==> src/hdl/mcu_defines.svh <==
`ifndef MCU_DEFINES_SVH
`define MCU_DEFINES_SVH

`define INST_WIDTH       28
`define ADDR_WIDTH       12
`define PTR_WIDTH        (`ADDR_WIDTH + 2)   // bank select above port address
`define DATA_WIDTH       64
`define UINST_ADDR_WIDTH 6
`define UINST_WIDTH      14
`define LOOP_WIDTH       11

// opcodes and microprogram entry points
`define OP_MAC           3'b100
`define MAC_ENTRY        4
`define INNER_LOOP       2
`define DECODE_CYCLES    6

// instruction fields
`define F_OP             27:25
`define F_IDX_A          24:21
`define F_IDX_B          20:17
`define F_IDX_C          16:13
`define F_SIGN           12
`define F_LOOP           11:6

// microword bits with 11..13 spare
`define U_DONE           0
`define U_MARK_0         1
`define U_MARK_1         2
`define U_BACK_0         3
`define U_BACK_1         4
`define U_MAC            5
`define U_WEN            6
`define U_INC_A          7
`define U_INC_B          8
`define U_INC_C          9
`define U_INC_D          10

`endif
==> src/hdl/mcu_pkg.sv <==
`include "mcu_defines.svh"

package mcu_pkg;

    typedef logic [`INST_WIDTH-1:0]       inst_t;
    typedef logic [`ADDR_WIDTH-1:0]       addr_t;
    typedef logic [`PTR_WIDTH-1:0]        ptr_t;
    typedef logic [`DATA_WIDTH-1:0]       data_t;
    typedef logic [`UINST_ADDR_WIDTH-1:0] upc_t;
    typedef logic [`UINST_WIDTH-1:0]      uinst_t;
    typedef logic [`LOOP_WIDTH-1:0]       loop_t;

    typedef enum logic [1:0] {
        ST_IDLE,
        ST_FETCH,
        ST_DECODE,
        ST_EXEC
    } ctrl_state_t;

endpackage

==> src/hdl/matrix_ctrl.sv <==
`include "mcu_defines.svh"

module matrix_ctrl (
    input  logic            clk,
    input  logic            rstn,
    input  mcu_pkg::inst_t  inst,
    input  logic            inst_valid,
    input  mcu_pkg::data_t  mem_rd_data_0,
    input  mcu_pkg::data_t  mem_rd_data_1,
    input  mcu_pkg::data_t  mem_rd_data_2,
    input  mcu_pkg::data_t  mem_rd_data_3,
    output mcu_pkg::addr_t  mem_addr_0,
    output mcu_pkg::addr_t  mem_addr_1,
    output mcu_pkg::addr_t  mem_addr_2,
    output mcu_pkg::addr_t  mem_addr_3,
    output logic            mem_wr_en_0,
    output logic            mem_wr_en_1,
    output logic            mem_wr_en_2,
    output logic            mem_wr_en_3,
    output mcu_pkg::data_t  a_data,
    output mcu_pkg::data_t  b_data,
    output mcu_pkg::data_t  c_data,
    output logic            macs_en,
    output logic            macs_signal,
    output logic            finish
);

    mcu_pkg::addr_t  table_addr;
    logic            table_en;
    mcu_pkg::ptr_t   a_start, b_start, c_start, d_start;
    mcu_pkg::ptr_t   a_ptr, b_ptr, c_ptr, d_ptr;
    logic            ptr_load;
    logic [3:0]      wen_sel;
    logic [2:0]      opcode;
    mcu_pkg::loop_t  loop_0, loop_1;
    logic            exec;
    mcu_pkg::upc_t   upc;
    mcu_pkg::uinst_t uinst;
    logic            inc_a, inc_b, inc_c, inc_d;
    logic            mem_wen;

    // write strobe lands only on d's port
    assign mem_wr_en_0 = mem_wen & wen_sel[0];
    assign mem_wr_en_1 = mem_wen & wen_sel[1];
    assign mem_wr_en_2 = mem_wen & wen_sel[2];
    assign mem_wr_en_3 = mem_wen & wen_sel[3];

    inst_decoder inst_decoder_inst (
        .clk(clk), .rstn(rstn), .inst(inst), .inst_valid(inst_valid),
        .table_data(mem_rd_data_0), .done(finish),
        .table_addr(table_addr), .table_en(table_en),
        .a_start(a_start), .b_start(b_start), .c_start(c_start), .d_start(d_start),
        .ptr_load(ptr_load), .wen_sel(wen_sel), .opcode(opcode),
        .loop_0(loop_0), .loop_1(loop_1), .exec(exec), .macs_signal(macs_signal)
    );

    useq useq_inst (
        .clk(clk), .rstn(rstn), .exec(exec), .opcode(opcode),
        .loop_0(loop_0), .loop_1(loop_1), .uinst(uinst), .upc(upc),
        .inc_a(inc_a), .inc_b(inc_b), .inc_c(inc_c), .inc_d(inc_d),
        .mac_en(macs_en), .mem_wen(mem_wen), .done(finish)
    );

    uinst_rom uinst_rom_inst (
        .clk(clk), .upc(upc), .uinst(uinst)
    );

    agu agu_inst (
        .clk(clk), .rstn(rstn), .ptr_load(ptr_load),
        .a_start(a_start), .b_start(b_start), .c_start(c_start), .d_start(d_start),
        .inc_a(inc_a), .inc_b(inc_b), .inc_c(inc_c), .inc_d(inc_d),
        .a_ptr(a_ptr), .b_ptr(b_ptr), .c_ptr(c_ptr), .d_ptr(d_ptr)
    );

    mem_bus mem_bus_inst (
        .table_addr(table_addr), .table_en(table_en),
        .a_ptr(a_ptr), .b_ptr(b_ptr), .c_ptr(c_ptr), .d_ptr(d_ptr),
        .rd_data_0(mem_rd_data_0), .rd_data_1(mem_rd_data_1),
        .rd_data_2(mem_rd_data_2), .rd_data_3(mem_rd_data_3),
        .mem_addr_0(mem_addr_0), .mem_addr_1(mem_addr_1),
        .mem_addr_2(mem_addr_2), .mem_addr_3(mem_addr_3),
        .a_data(a_data), .b_data(b_data), .c_data(c_data)
    );

endmodule

==> src/hdl/mem_bus.sv <==
`include "mcu_defines.svh"

module mem_bus (
    input  mcu_pkg::addr_t  table_addr,
    input  logic            table_en,
    input  mcu_pkg::ptr_t   a_ptr,
    input  mcu_pkg::ptr_t   b_ptr,
    input  mcu_pkg::ptr_t   c_ptr,
    input  mcu_pkg::ptr_t   d_ptr,
    input  mcu_pkg::data_t  rd_data_0,
    input  mcu_pkg::data_t  rd_data_1,
    input  mcu_pkg::data_t  rd_data_2,
    input  mcu_pkg::data_t  rd_data_3,
    output mcu_pkg::addr_t  mem_addr_0,
    output mcu_pkg::addr_t  mem_addr_1,
    output mcu_pkg::addr_t  mem_addr_2,
    output mcu_pkg::addr_t  mem_addr_3,
    output mcu_pkg::data_t  a_data,
    output mcu_pkg::data_t  b_data,
    output mcu_pkg::data_t  c_data
);

    mcu_pkg::ptr_t  ptr_v [4];
    mcu_pkg::addr_t addr_v [4];
    mcu_pkg::data_t rd_v [4];

    assign ptr_v[0] = a_ptr;
    assign ptr_v[1] = b_ptr;
    assign ptr_v[2] = c_ptr;
    assign ptr_v[3] = d_ptr;
    assign rd_v[0]  = rd_data_0;
    assign rd_v[1]  = rd_data_1;
    assign rd_v[2]  = rd_data_2;
    assign rd_v[3]  = rd_data_3;

    // later pointers overwrite earlier ones so d wins, then c, b, a
    always_comb begin
        for (int p = 0; p < 4; p++) begin
            addr_v[p] = '0;
            for (int s = 0; s < 4; s++) begin
                if (ptr_v[s][`PTR_WIDTH-1:`ADDR_WIDTH] == 2'(p)) begin
                    addr_v[p] = ptr_v[s][`ADDR_WIDTH-1:0];
                end
            end
        end
        if (table_en) addr_v[0] = table_addr;   // control table sits on bank 0 port 0
    end

    assign mem_addr_0 = addr_v[0];
    assign mem_addr_1 = addr_v[1];
    assign mem_addr_2 = addr_v[2];
    assign mem_addr_3 = addr_v[3];

    assign a_data = rd_v[a_ptr[`PTR_WIDTH-1:`ADDR_WIDTH]];
    assign b_data = rd_v[b_ptr[`PTR_WIDTH-1:`ADDR_WIDTH]];
    assign c_data = rd_v[c_ptr[`PTR_WIDTH-1:`ADDR_WIDTH]];

endmodule

==> src/hdl/agu.sv <==
`include "mcu_defines.svh"

module agu (
    input  logic            clk,
    input  logic            rstn,
    input  logic            ptr_load,
    input  mcu_pkg::ptr_t   a_start,
    input  mcu_pkg::ptr_t   b_start,
    input  mcu_pkg::ptr_t   c_start,
    input  mcu_pkg::ptr_t   d_start,
    input  logic            inc_a,
    input  logic            inc_b,
    input  logic            inc_c,
    input  logic            inc_d,
    output mcu_pkg::ptr_t   a_ptr,
    output mcu_pkg::ptr_t   b_ptr,
    output mcu_pkg::ptr_t   c_ptr,
    output mcu_pkg::ptr_t   d_ptr
);

    mcu_pkg::ptr_t start_v [4];
    mcu_pkg::ptr_t ptr_q [4];
    logic [3:0]    inc;

    assign start_v[0] = a_start;
    assign start_v[1] = b_start;
    assign start_v[2] = c_start;
    assign start_v[3] = d_start;
    assign inc        = {inc_d, inc_c, inc_b, inc_a};

    always_ff @(posedge clk or negedge rstn) begin
        if (!rstn) begin
            for (int k = 0; k < 4; k++) ptr_q[k] <= '0;
        end else begin
            for (int k = 0; k < 4; k++) begin
                if (ptr_load) begin
                    ptr_q[k] <= start_v[k];
                end else if (inc[k]) begin
                    ptr_q[k][`ADDR_WIDTH-1:0] <= ptr_q[k][`ADDR_WIDTH-1:0] + 1'b1;  // bank kept
                end
            end
        end
    end

    assign a_ptr = ptr_q[0];
    assign b_ptr = ptr_q[1];
    assign c_ptr = ptr_q[2];
    assign d_ptr = ptr_q[3];

endmodule

==> src/hdl/useq.sv <==
`include "mcu_defines.svh"

module useq (
    input  logic              clk,
    input  logic              rstn,
    input  logic              exec,
    input  logic [2:0]        opcode,
    input  mcu_pkg::loop_t    loop_0,
    input  mcu_pkg::loop_t    loop_1,
    input  mcu_pkg::uinst_t   uinst,
    output mcu_pkg::upc_t     upc,
    output logic              inc_a,
    output logic              inc_b,
    output logic              inc_c,
    output logic              inc_d,
    output logic              mac_en,
    output logic              mem_wen,
    output logic              done
);

    logic            exec_q;
    logic            start;
    logic            run;       // a fetched microword is live
    mcu_pkg::upc_t   cur_pc;    // address of the word now on uinst
    mcu_pkg::upc_t   loop_start [2];
    mcu_pkg::loop_t  loop_rem [2];
    mcu_pkg::loop_t  loop_cnt [2];
    logic [1:0]      mark;
    logic [1:0]      take;

    assign start       = exec & ~exec_q;
    assign loop_cnt[0] = loop_0;
    assign loop_cnt[1] = loop_1;
    assign mark        = {uinst[`U_MARK_1], uinst[`U_MARK_0]} & {2{run}};
    assign take[1]     = run & uinst[`U_BACK_1] & (loop_rem[1] != '0);
    assign take[0]     = run & uinst[`U_BACK_0] & (loop_rem[0] != '0) & ~take[1];

    // rom adds one cycle of latency to this fetch address
    always_comb begin
        if (start) begin
            upc = (opcode == `OP_MAC) ? mcu_pkg::upc_t'(`MAC_ENTRY) : '0;
        end else if (!run) begin
            upc = cur_pc;
        end else if (take[1]) begin
            upc = loop_start[1];
        end else if (take[0]) begin
            upc = loop_start[0];
        end else begin
            upc = cur_pc + 1'b1;
        end
    end

    always_ff @(posedge clk or negedge rstn) begin
        if (!rstn) begin
            exec_q <= 1'b0;
            run    <= 1'b0;
            cur_pc <= '0;
            for (int k = 0; k < 2; k++) begin
                loop_start[k] <= '0;
                loop_rem[k]   <= '0;
            end
        end else begin
            exec_q <= exec;
            run    <= start | (run & ~done);
            cur_pc <= upc;
            for (int k = 0; k < 2; k++) begin
                if (mark[k]) begin
                    loop_start[k] <= cur_pc + 1'b1;   // body follows the mark word
                    loop_rem[k]   <= loop_cnt[k] - 1'b1;
                end else if (take[k]) begin
                    loop_rem[k] <= loop_rem[k] - 1'b1;
                end
            end
        end
    end

    assign inc_a   = run & uinst[`U_INC_A];
    assign inc_b   = run & uinst[`U_INC_B];
    assign inc_c   = run & uinst[`U_INC_C];
    assign inc_d   = run & uinst[`U_INC_D];
    assign mac_en  = run & uinst[`U_MAC];
    assign mem_wen = run & uinst[`U_WEN];
    assign done    = run & uinst[`U_DONE];

endmodule

==> src/hdl/uinst_rom.sv <==
`include "mcu_defines.svh"

module uinst_rom (
    input  logic              clk,
    input  mcu_pkg::upc_t     upc,
    output mcu_pkg::uinst_t   uinst
);

    mcu_pkg::uinst_t word;

    always_comb begin
        word = '0;
        case (upc)
            0: word[`U_DONE] = 1'b1;   // unknown opcode finishes at once
            `MAC_ENTRY: word[`U_MARK_0] = 1'b1;
            `MAC_ENTRY + 1: word[`U_MARK_1] = 1'b1;
            `MAC_ENTRY + 2: begin
                word[`U_MAC]    = 1'b1;
                word[`U_INC_A]  = 1'b1;
                word[`U_INC_B]  = 1'b1;
                word[`U_BACK_1] = 1'b1;
            end
            `MAC_ENTRY + 3: begin
                word[`U_WEN]    = 1'b1;   // one result per outer pass
                word[`U_INC_C]  = 1'b1;
                word[`U_INC_D]  = 1'b1;
                word[`U_BACK_0] = 1'b1;
            end
            `MAC_ENTRY + 4: word[`U_DONE] = 1'b1;
            default: word = '0;
        endcase
    end

    always_ff @(posedge clk) begin
        uinst <= word;
    end

endmodule

==> src/hdl/inst_decoder.sv <==
`include "mcu_defines.svh"

module inst_decoder (
    input  logic                clk,
    input  logic                rstn,
    input  mcu_pkg::inst_t      inst,
    input  logic                inst_valid,
    input  mcu_pkg::data_t      table_data,
    input  logic                done,
    output mcu_pkg::addr_t      table_addr,
    output logic                table_en,
    output mcu_pkg::ptr_t       a_start,
    output mcu_pkg::ptr_t       b_start,
    output mcu_pkg::ptr_t       c_start,
    output mcu_pkg::ptr_t       d_start,
    output logic                ptr_load,
    output logic [3:0]          wen_sel,
    output logic [2:0]          opcode,
    output mcu_pkg::loop_t      loop_0,
    output mcu_pkg::loop_t      loop_1,
    output logic                exec,
    output logic                macs_signal
);

    mcu_pkg::ctrl_state_t state, next_state;
    mcu_pkg::inst_t       inst_reg;
    logic [2:0]           dec_cnt;
    logic                 dec_last;

    assign opcode   = inst_reg[`F_OP];
    assign dec_last = (state == mcu_pkg::ST_DECODE) && (dec_cnt == 3'(`DECODE_CYCLES - 1));
    assign ptr_load = dec_last;   // agu picks up the pointers on entry to execute
    assign exec     = (state == mcu_pkg::ST_EXEC);

    always_ff @(posedge clk or negedge rstn) begin
        if (!rstn) begin
            state <= mcu_pkg::ST_IDLE;
        end else begin
            state <= next_state;
        end
    end

    always_comb begin
        next_state = state;
        case (state)
            mcu_pkg::ST_IDLE:   next_state = mcu_pkg::ST_FETCH;
            mcu_pkg::ST_FETCH:  if (inst_valid) next_state = mcu_pkg::ST_DECODE;
            mcu_pkg::ST_DECODE: if (dec_last) next_state = mcu_pkg::ST_EXEC;
            mcu_pkg::ST_EXEC:   if (done) next_state = mcu_pkg::ST_IDLE;
            default:            next_state = mcu_pkg::ST_IDLE;
        endcase
    end

    always_ff @(posedge clk or negedge rstn) begin
        if (!rstn) begin
            inst_reg <= '0;
            dec_cnt  <= '0;
        end else begin
            if (state == mcu_pkg::ST_IDLE) begin
                inst_reg <= '0;
            end else if (state == mcu_pkg::ST_FETCH && inst_valid) begin
                inst_reg <= inst;
            end
            dec_cnt <= (state == mcu_pkg::ST_DECODE) ? dec_cnt + 3'd1 : 3'd0;
        end
    end

    // table reads return one cycle after the address register updates
    always_ff @(posedge clk or negedge rstn) begin
        if (!rstn) begin
            table_addr <= '0;
            table_en   <= 1'b0;
            a_start    <= '0;
            b_start    <= '0;
            c_start    <= '0;
            d_start    <= '0;
            wen_sel    <= '0;
        end else if (state == mcu_pkg::ST_IDLE) begin
            table_addr <= '0;
            table_en   <= 1'b0;
            a_start    <= '0;
            b_start    <= '0;
            c_start    <= '0;
            d_start    <= '0;
            wen_sel    <= '0;
        end else if (state == mcu_pkg::ST_DECODE) begin
            case (dec_cnt)
                3'd0: begin
                    table_addr <= mcu_pkg::addr_t'(inst_reg[`F_IDX_A]);
                    table_en   <= 1'b1;
                end
                3'd1: table_addr <= mcu_pkg::addr_t'(inst_reg[`F_IDX_B]);
                3'd2: begin
                    table_addr <= mcu_pkg::addr_t'(inst_reg[`F_IDX_C]);
                    a_start    <= table_data[`PTR_WIDTH-1:0];
                end
                3'd3: begin
                    b_start  <= table_data[`PTR_WIDTH-1:0];
                    table_en <= 1'b0;
                end
                3'd4: begin
                    c_start <= table_data[`PTR_WIDTH-1:0];
                    d_start <= {table_data[`PTR_WIDTH-1], ~table_data[`ADDR_WIDTH],
                                table_data[`ADDR_WIDTH-1:0]};  // other port of c's bank
                end
                3'd5: wen_sel <= 4'b0001 << d_start[`PTR_WIDTH-1:`ADDR_WIDTH];
                default: ;
            endcase
        end
    end

    always_ff @(posedge clk or negedge rstn) begin
        if (!rstn) begin
            loop_0      <= '0;
            loop_1      <= '0;
            macs_signal <= 1'b0;
        end else if (state == mcu_pkg::ST_IDLE) begin
            loop_0      <= '0;
            loop_1      <= '0;
            macs_signal <= 1'b0;
        end else if (state == mcu_pkg::ST_DECODE && dec_cnt == 3'd0 && opcode == `OP_MAC) begin
            loop_0      <= mcu_pkg::loop_t'(inst_reg[`F_LOOP]);   // outer count from immediate
            loop_1      <= mcu_pkg::loop_t'(`INNER_LOOP);
            macs_signal <= inst_reg[`F_SIGN];
        end
    end

endmodule

==> config.mk <==
export PLATFORM = sky130hd
export DESIGN_NAME = matrix_ctrl
export DESIGN_NICKNAME = d
export VERILOG_FILES = /design/src/hdl/mcu_pkg.sv /design/src/hdl/matrix_ctrl.sv /design/src/hdl/mem_bus.sv /design/src/hdl/agu.sv /design/src/hdl/useq.sv /design/src/hdl/uinst_rom.sv /design/src/hdl/inst_decoder.sv
export VERILOG_INCLUDE_DIRS = /design/src /design/src/hdl
export SDC_FILE = /design/constraint.sdc
export NUM_CORES = 1
export LEC_CHECK = 0
export ABC_CLOCK_PERIOD_IN_PS = 2500
export BUFFER_PORTS_ARGS = -buffer_cell sky130_fd_sc_hd__buf_4
export CAP_MARGIN = 5
export CORE_AREA = 3 3 208 210
export CTS_CLUSTER_SIZE = 28
export DETAILED_ROUTE_END_ITERATION = 8
export DIE_AREA = 0 0 211 213
export GPL_TIMING_DRIVEN = 0
export PLACE_DENSITY = 0.65
export SYNTH_ARGS = -nofsm -noshare
export SYNTH_HDL_FRONTEND = slang
export SYNTH_SLANG_ARGS = --single-unit
==> constraint.sdc <==
create_clock -name clk -period 2.5 [get_ports clk]
set_input_delay 0.25 -clock clk [delete_from_list [all_inputs] [get_ports clk]]
set_output_delay 0.25 -clock clk [all_outputs]
set_load 0.01 [all_outputs]
==> results of run 1 <==
-- area by class of cell --
cell class	instances	share of cell area
Antenna cell	26	0.00313
Buffer	127	0.0352
Clock buffer	18	0.0207
Clock inverter	13	0.00964
Inverter	31	0.00561
Multi-Input combinational cell	1074	0.466
Sequential cell	189	0.227
Tap cell	539	0.0325
Timing Repair Buffer	550	0.201
-- what timing repair did --
item	in CTS	in global routing
hold buffers	1	0
resized for setup	178	89
gates cloned	0	0
pin swaps	8	15
endpoints found under the setup margin	299	149
endpoints found under the hold margin	64	0
buffers inserted	9	12
-- routing by layer --
| metal | vias to the layer above | wire (um) | share of wire |
|---|---|---|---|
| met5 | - | 44 | 0.00054 |
| met4 | 6 | 2850 | 0.035 |
| li1 | 6577 | - | - |
| met1 | 7991 | 29800 | 0.37 |
| met2 | 1033 | 38900 | 0.48 |
| met3 | 130 | 9460 | 0.12 |
-- placed cells by master, fill, tap and decap left out, drive strengths merged, types with 16 or more instances in the layout --
cell,instances
inv,36
xor2,23
nand3,23
a21oi,128
ha,16
buf,585
nor3,30
clkbuf,109
dfrtp,184
mux4,192
a22oi,40
o21ai,78
diode,26
a22o,34
nand2,191
nor2,115
xnor2,37
-- worst max-delay path: cells and delay by family, from the launching register on --
| kind | cells | cell delay (ns) |
|---|---|---|
| compound gates | 3 | 1.12 |
| simple gates | 3 | 0.91 |
| flops | 1 | 0.40 |
-- cells by family (layout without fill, tap and decap cells) --
kind of cell	count (synthesis)	in the layout	synth area share
xor gates and xnor gates	60	60	0.0357
muxes	211	211	0.307
and+or+nand+nor	451	451	0.138
other	0	26	0
adders and majority gates	16	16	0.0136
AOI/OAI and AO/OA	336	336	0.144
DFF	189	189	0.319
buffers and inverters	166	739	0.0425
-- metrics by stage --
stage / worst slack, ns / TNS [ns] / hold slack [ns]
after global placement: -0.855 / -109.00 / 0.415
after global routing: -0.120 / -0.583 / 0.00593
after CTS: -0.147 / -0.147 / 0.00710
after floorplan: -0.0135 / -0.0135 / -0.0456
after detailed placement: -0.887 / -108.00 / 0.238
final: -0.0463 / -0.160 / 0.0166
-- how the worst max path moves through the flow --
| stage | startpoint | to | cells after the start |
|---|---|---|---|
| after floorplan | useq_inst.loop_rem[2] | useq_inst.loop_rem[21] | 6 |
| after global placement | agu_inst.c_ptr[12] | c_data[20] | 5 |
| after detailed placement | agu_inst.c_ptr[12] | c_data[20] | 5 |
| after CTS | useq_inst.loop_rem[5] | useq_inst.loop_rem[21] | 7 |
| after global routing | useq_inst.loop_rem[10] | useq_inst.loop_rem[21] | 6 |
| final | useq_inst.loop_rem[10] | uinst_rom_inst.uinst[8] | 6 |
-- where the power goes --
group | leakage, nW | switching (mW) | internal (mW)
combinational | 6.18 | 3.64 | 2.97
clock | 0.305 | 1.33 | 1.61
sequential | 2.42 | 0.732 | 3.75
==> qor.txt, run 1 <==
status: finished, violations left
failing checks: negative setup slack
hold crit path type: input port to flip-flop
# clock sinks: 189
first-pass GRT wire length: 112,000 um
critical path type: flip-flop to flip-flop
total power draw: 14.0 mW
cell area after layout: 0.0208 mm^2
area grow syn2layout: 40.9%
Mapped Area: 0.0147 mm^2
r2r setup slk: -0.05 ns
Max Clk Rate: 393 MHz
asr flop ratio synth: 0.974
hold path depth: 2
gr usage total: 0.351
Synthesized Nets: 1,732
worst-case clock skew: 0.00878 ns
headroom to the max-slew limit: 0.520
routability cong.: 1.00
via count: 15,700
H-tree depth: 4
max-slew violations: 0
Startpoint Class: flip-flop
final design utilization: 0.497
die width: 211 um
layout cell share with drive strength beyond 1: 0.453
count of state elements after synthesis: 189
Tcrit/Tclk final: 1.02
RSZ-0062 raised after global routing: yes
Slew @ Worst Pin: 0.714 ns
layer with the highest usage: met2
WP data arrival: 2.88 ns
Worst-Skew Late Latency: 0.45 ns
register area: 0.00471 mm^2
number of remaining DRC errors: 0
antenna violations before repair: 35
Worst setup EP type: flip-flop
maxcap violations: 0
top cells by area, synth: dfrtp_1 31%, mux4_2 29%, nand2_1 4.8%
power per cell area: 676 mW/mm^2
most frequent cells after synthesis: 192 x mux4_2, 190 x nand2_1, 184 x dfrtp_1, 128 x a21oi_1, 115 x nor2_1
slowest CP cell: or4_4
cell area after placement: 0.0194 mm^2
Pleak: 8.91 nW
most instantiated library cell after synthesis: mux4_2
met1 usage in global routing: 0.455
CTS Buffer Depth: 2
Max stage delay on crit path: 0.58 ns
DR vias/cell: 6.13
drt first pass iters: 6
Main synth FF type: dfrtp_1
Worst Hold End: inst_decoder_inst.inst_reg[24]
CP Max Fanout: 6
antenna-violating nets left: 0
number of global-route vias before repair: 15,200
Post-Syn Instances: 1,429
Final HPWL DP: 66,800 um
hold path startpoint: inst[24]
Unique masters post-synth: 60
DR iter-0 viols: 1,923
Synth top area share: 0.312
CP Cell Sequence: or4_4, o41a_1, a221oi_2, o221ai_2, nand3b_1, nor3_2
CTS root buf: clkbuf_16
yosys warns: 0
post-route minimum period: 2.55 ns
Required @ worst endpoint: 2.83 ns
Crit Reg-Reg Endpoint: uinst_rom_inst.uinst[8]
pin count of the biggest net entering global routing: 121
drt total wl: 81,100 um
Multi-input gate area: 0.00967 mm^2
gr ovfl total: 0
cell taking the most area after synthesis: dfrtp_1
Rows: 75
DP Cell Count: 2,496
Core Box Area: 0.0418 mm^2
Die Footprint: 0.0449 mm^2
fill count: 3,860
Clock transition at path regs: 0.08 ns
worst reg2reg startpoint: useq_inst.loop_rem[10]
Setup Viol. Count Final: 4
worst vdd ir: 491 uV
Mean Syn Cell Area: 10.3 um^2
Initial Utilization: 0.353
Num CTS Buffers: 17
Reg2Reg Depth: 6
CTS tree: done
post-synthesis sequential area ratio: 0.319
# port buffers: 527
Nets: 2,293
Die Ht: 213 um
EDFF count, synth: 0
Post-Layout Cell Count: 2,567
met3 Use GR: 0.104
Ports: 534
routed len/inst: 31.6 um
setup ws final: -0.0463 ns
grt met2 use: 0.557
final-report hold violation count: 0
Power figures use the tool's default switching activity.
==> inputs of run 2 (changes only) <==
PLACE_DENSITY = 0.62   (was 0.65)
==> run 2 against run 1 <==
  * The flow still finishes with violations (negative setup slack)
  * Design area is 0.64% higher
  * Die area unchanged
  * Sequential power hardly changed
  * Critical path type unchanged
  * Critical endpoint is now useq_inst.loop_rem[21]
  * Largest cell class unchanged
==> qor.txt, run 2 (synthesized netlist as in run 1, its figures left out) <==
Clock transition at path regs: 0.08 ns
post-route minimum period: 2.61 ns
Ports: 534
hold path startpoint: inst[24]
setup ws final: -0.107 ns
Max stage delay on crit path: 0.59 ns
final-report hold violation count: 0
routed len/inst: 32.4 um
DR iter-0 viols: 1,638
drt first pass iters: 6
Startpoint Class: flip-flop
Initial Utilization: 0.353
layout cell share with drive strength beyond 1: 0.464
Worst-Skew Late Latency: 0.45 ns
Core Box Area: 0.0418 mm^2
gr usage total: 0.359
max-slew violations: 0
CTS Buffer Depth: 2
number of global-route vias before repair: 15,200
CTS tree: done
slowest CP cell: or4_4
Sw Ratio: 0.414
Crit Reg-Reg Endpoint: useq_inst.loop_rem[21]
Reg power frac: 0.317
Nets: 2,298
worst-case clock skew: 0.0108 ns
CP bufs+invs: 0
hold crit path type: input port to flip-flop
# clock sinks: 189
number of remaining DRC errors: 0
Rows: 75
r2r setup slk: -0.11 ns
Tcrit/Tclk final: 1.04
Final HPWL DP: 69,200 um
fill count: 3,843
hold_ws: 0.0157 ns
CTS root buf: clkbuf_16
status: finished, violations left
headroom to the max-slew limit: 0.525
pin count of the biggest net entering global routing: 94
WP data arrival: 2.95 ns
worst vdd ir: 420 uV
Max Clk Rate: 384 MHz
Required @ worst endpoint: 2.84 ns
DR vias/cell: 6.12
H-tree depth: 4
Worst setup EP type: flip-flop
critical path type: flip-flop to flip-flop
Reg2Reg Depth: 6
maxcap violations: 0
Switch Pwr: 5.83 mW
drt total wl: 83,300 um
via count: 15,800
worst reg2reg startpoint: useq_inst.loop_rem[2]
die width: 211 um
Clock power frac: 0.199
antenna violations before repair: 34
first-pass GRT wire length: 114,000 um
Setup Viol. Count Final: 6
Comb power frac: 0.484
RSZ-0062 raised after global routing: yes
CP Cell Sequence: or4_4, o41ai_4, nand2_2, or3_4, or3_1, a32o_1
gr ovfl total: 0
Worst Hold End: inst_decoder_inst.inst_reg[24]
hold path depth: 2
CP Max Fanout: 4
cell area after placement: 0.0194 mm^2
Pleak: 8.95 nW
Crit path max-delay family: simple AND/OR/NAND/NOR gates
Cell Int Power: 8.26 mW
# port buffers: 527
Slew @ Worst Pin: 0.713 ns
antenna-violating nets left: 0
Die Ht: 213 um
failing checks: negative setup slack
area grow syn2layout: 41.8%
power per cell area: 675 mW/mm^2
cell area after layout: 0.0209 mm^2
most common cell after layout, fill and taps aside: buf_4
routability cong.: 1.04
Num CTS Buffers: 17
commonest cells after routing, fill and taps aside: 555 x buf_4, 192 x mux4_2, 184 x nand2_1
Die Footprint: 0.0449 mm^2
-- run 2: changes by cell type in the layout (fill, tap and decap cells not counted), sizes merged --
cell | before | now
inv | 36 | 38
diode | 26 | 27
clkinvlp | 0 | 2
buf | 585 | 592
bufinv | 3 | 1
clkinv | 5 | 4
clkbuf | 109 | 107
-- run 2: how the worst max path moves through the flow --
stage | from | to | depth (start not counted)
after floorplan | useq_inst.loop_rem[2] | useq_inst.loop_rem[21] | 6
after global placement | agu_inst.a_ptr[12] | a_data[57] | 5
after detailed placement | agu_inst.c_ptr[12] | c_data[60] | 5
after CTS | useq_inst.loop_rem[5] | useq_inst.loop_rem[21] | 7
after global routing | useq_inst.loop_rem[8] | uinst_rom_inst.uinst[0] | 9
final | useq_inst.loop_rem[2] | useq_inst.loop_rem[21] | 6
-- run 2: layout make-up --
cell class / instances / area, um^2 / area share
Clock inverter: 14 / 170 / 0.00815
Clock buffer: 18 / 429 / 0.0205
Tap cell: 539 / 674 / 0.0323
Antenna cell: 27 / 67.6 / 0.00323
Buffer: 125 / 703 / 0.0337
Timing Repair Buffer: 557 / 4260 / 0.204
Inverter: 31 / 116 / 0.00557
Multi-Input combinational cell: 1074 / 9750 / 0.467
Sequential cell: 189 / 4710 / 0.226
-- run 2: worst reg2reg max path, cell delays in order, from the launching register on --
cell     delay [ns]
dfrtp_2        0.42
or4_4          0.59
o41ai_4        0.52
nand2_2        0.10
or3_4          0.35
or3_1          0.31
a32o_1         0.22
-- run 2: layer usage --
metal / vias to the layer above / global-route usage / part of all wire
met1: 8003 / 0.442 / 0.35
met4: 10 / 0.172 / 0.047
li1: 6585 / - / -
met5: - / 0 / 0.00079
met3: 153 / 0.105 / 0.11
met2: 1006 / 0.584 / 0.49
-- run 2: through the flow --
stage | util | setup slack (ns) | std cells | TNS (ns) | power (mW)
floorplan | - | -0.0135 | 1429 | -0.0135 | 7.78
global placement | 0.464 | -0.824 | 2495 | -110.80 | 10.3
detailed placement | 0.465 | -0.840 | 2496 | -113.04 | 10.4
CTS | 0.492 | -0.184 | 2540 | -0.507 | 13.7
global route | 0.500 | -0.150 | 2568 | -0.801 | 14.8
finish | 0.500 | -0.107 | 2574 | -0.421 | 14.1
-- run 2: power by group through the flow --
| stage | Combinational [mW] | Sequential [mW] | Clock, mW |
|---|---|---|---|
| after global routing | 7.29 | 4.56 | 2.94 |
| after global placement | 5.89 | 4.45 | 0 |
| after floorplan | 3.54 | 4.24 | 0 |
| final | 6.82 | 4.47 | 2.80 |
| after detailed placement | 5.96 | 4.46 | 0 |
| after CTS | 6.49 | 4.43 | 2.82 |
-- run 2: repair_timing --
| action | CTS | global route |
|---|---|---|
| setup endpoints to repair | 309 | 162 |
| hold buffers | 1 | 0 |
| pin swaps | 21 | 17 |
| gates resized for setup | 205 | 89 |
| buffers inserted | 20 | 11 |
| gates cloned | 0 | 0 |
| endpoints found under the hold margin | 92 | 0 |
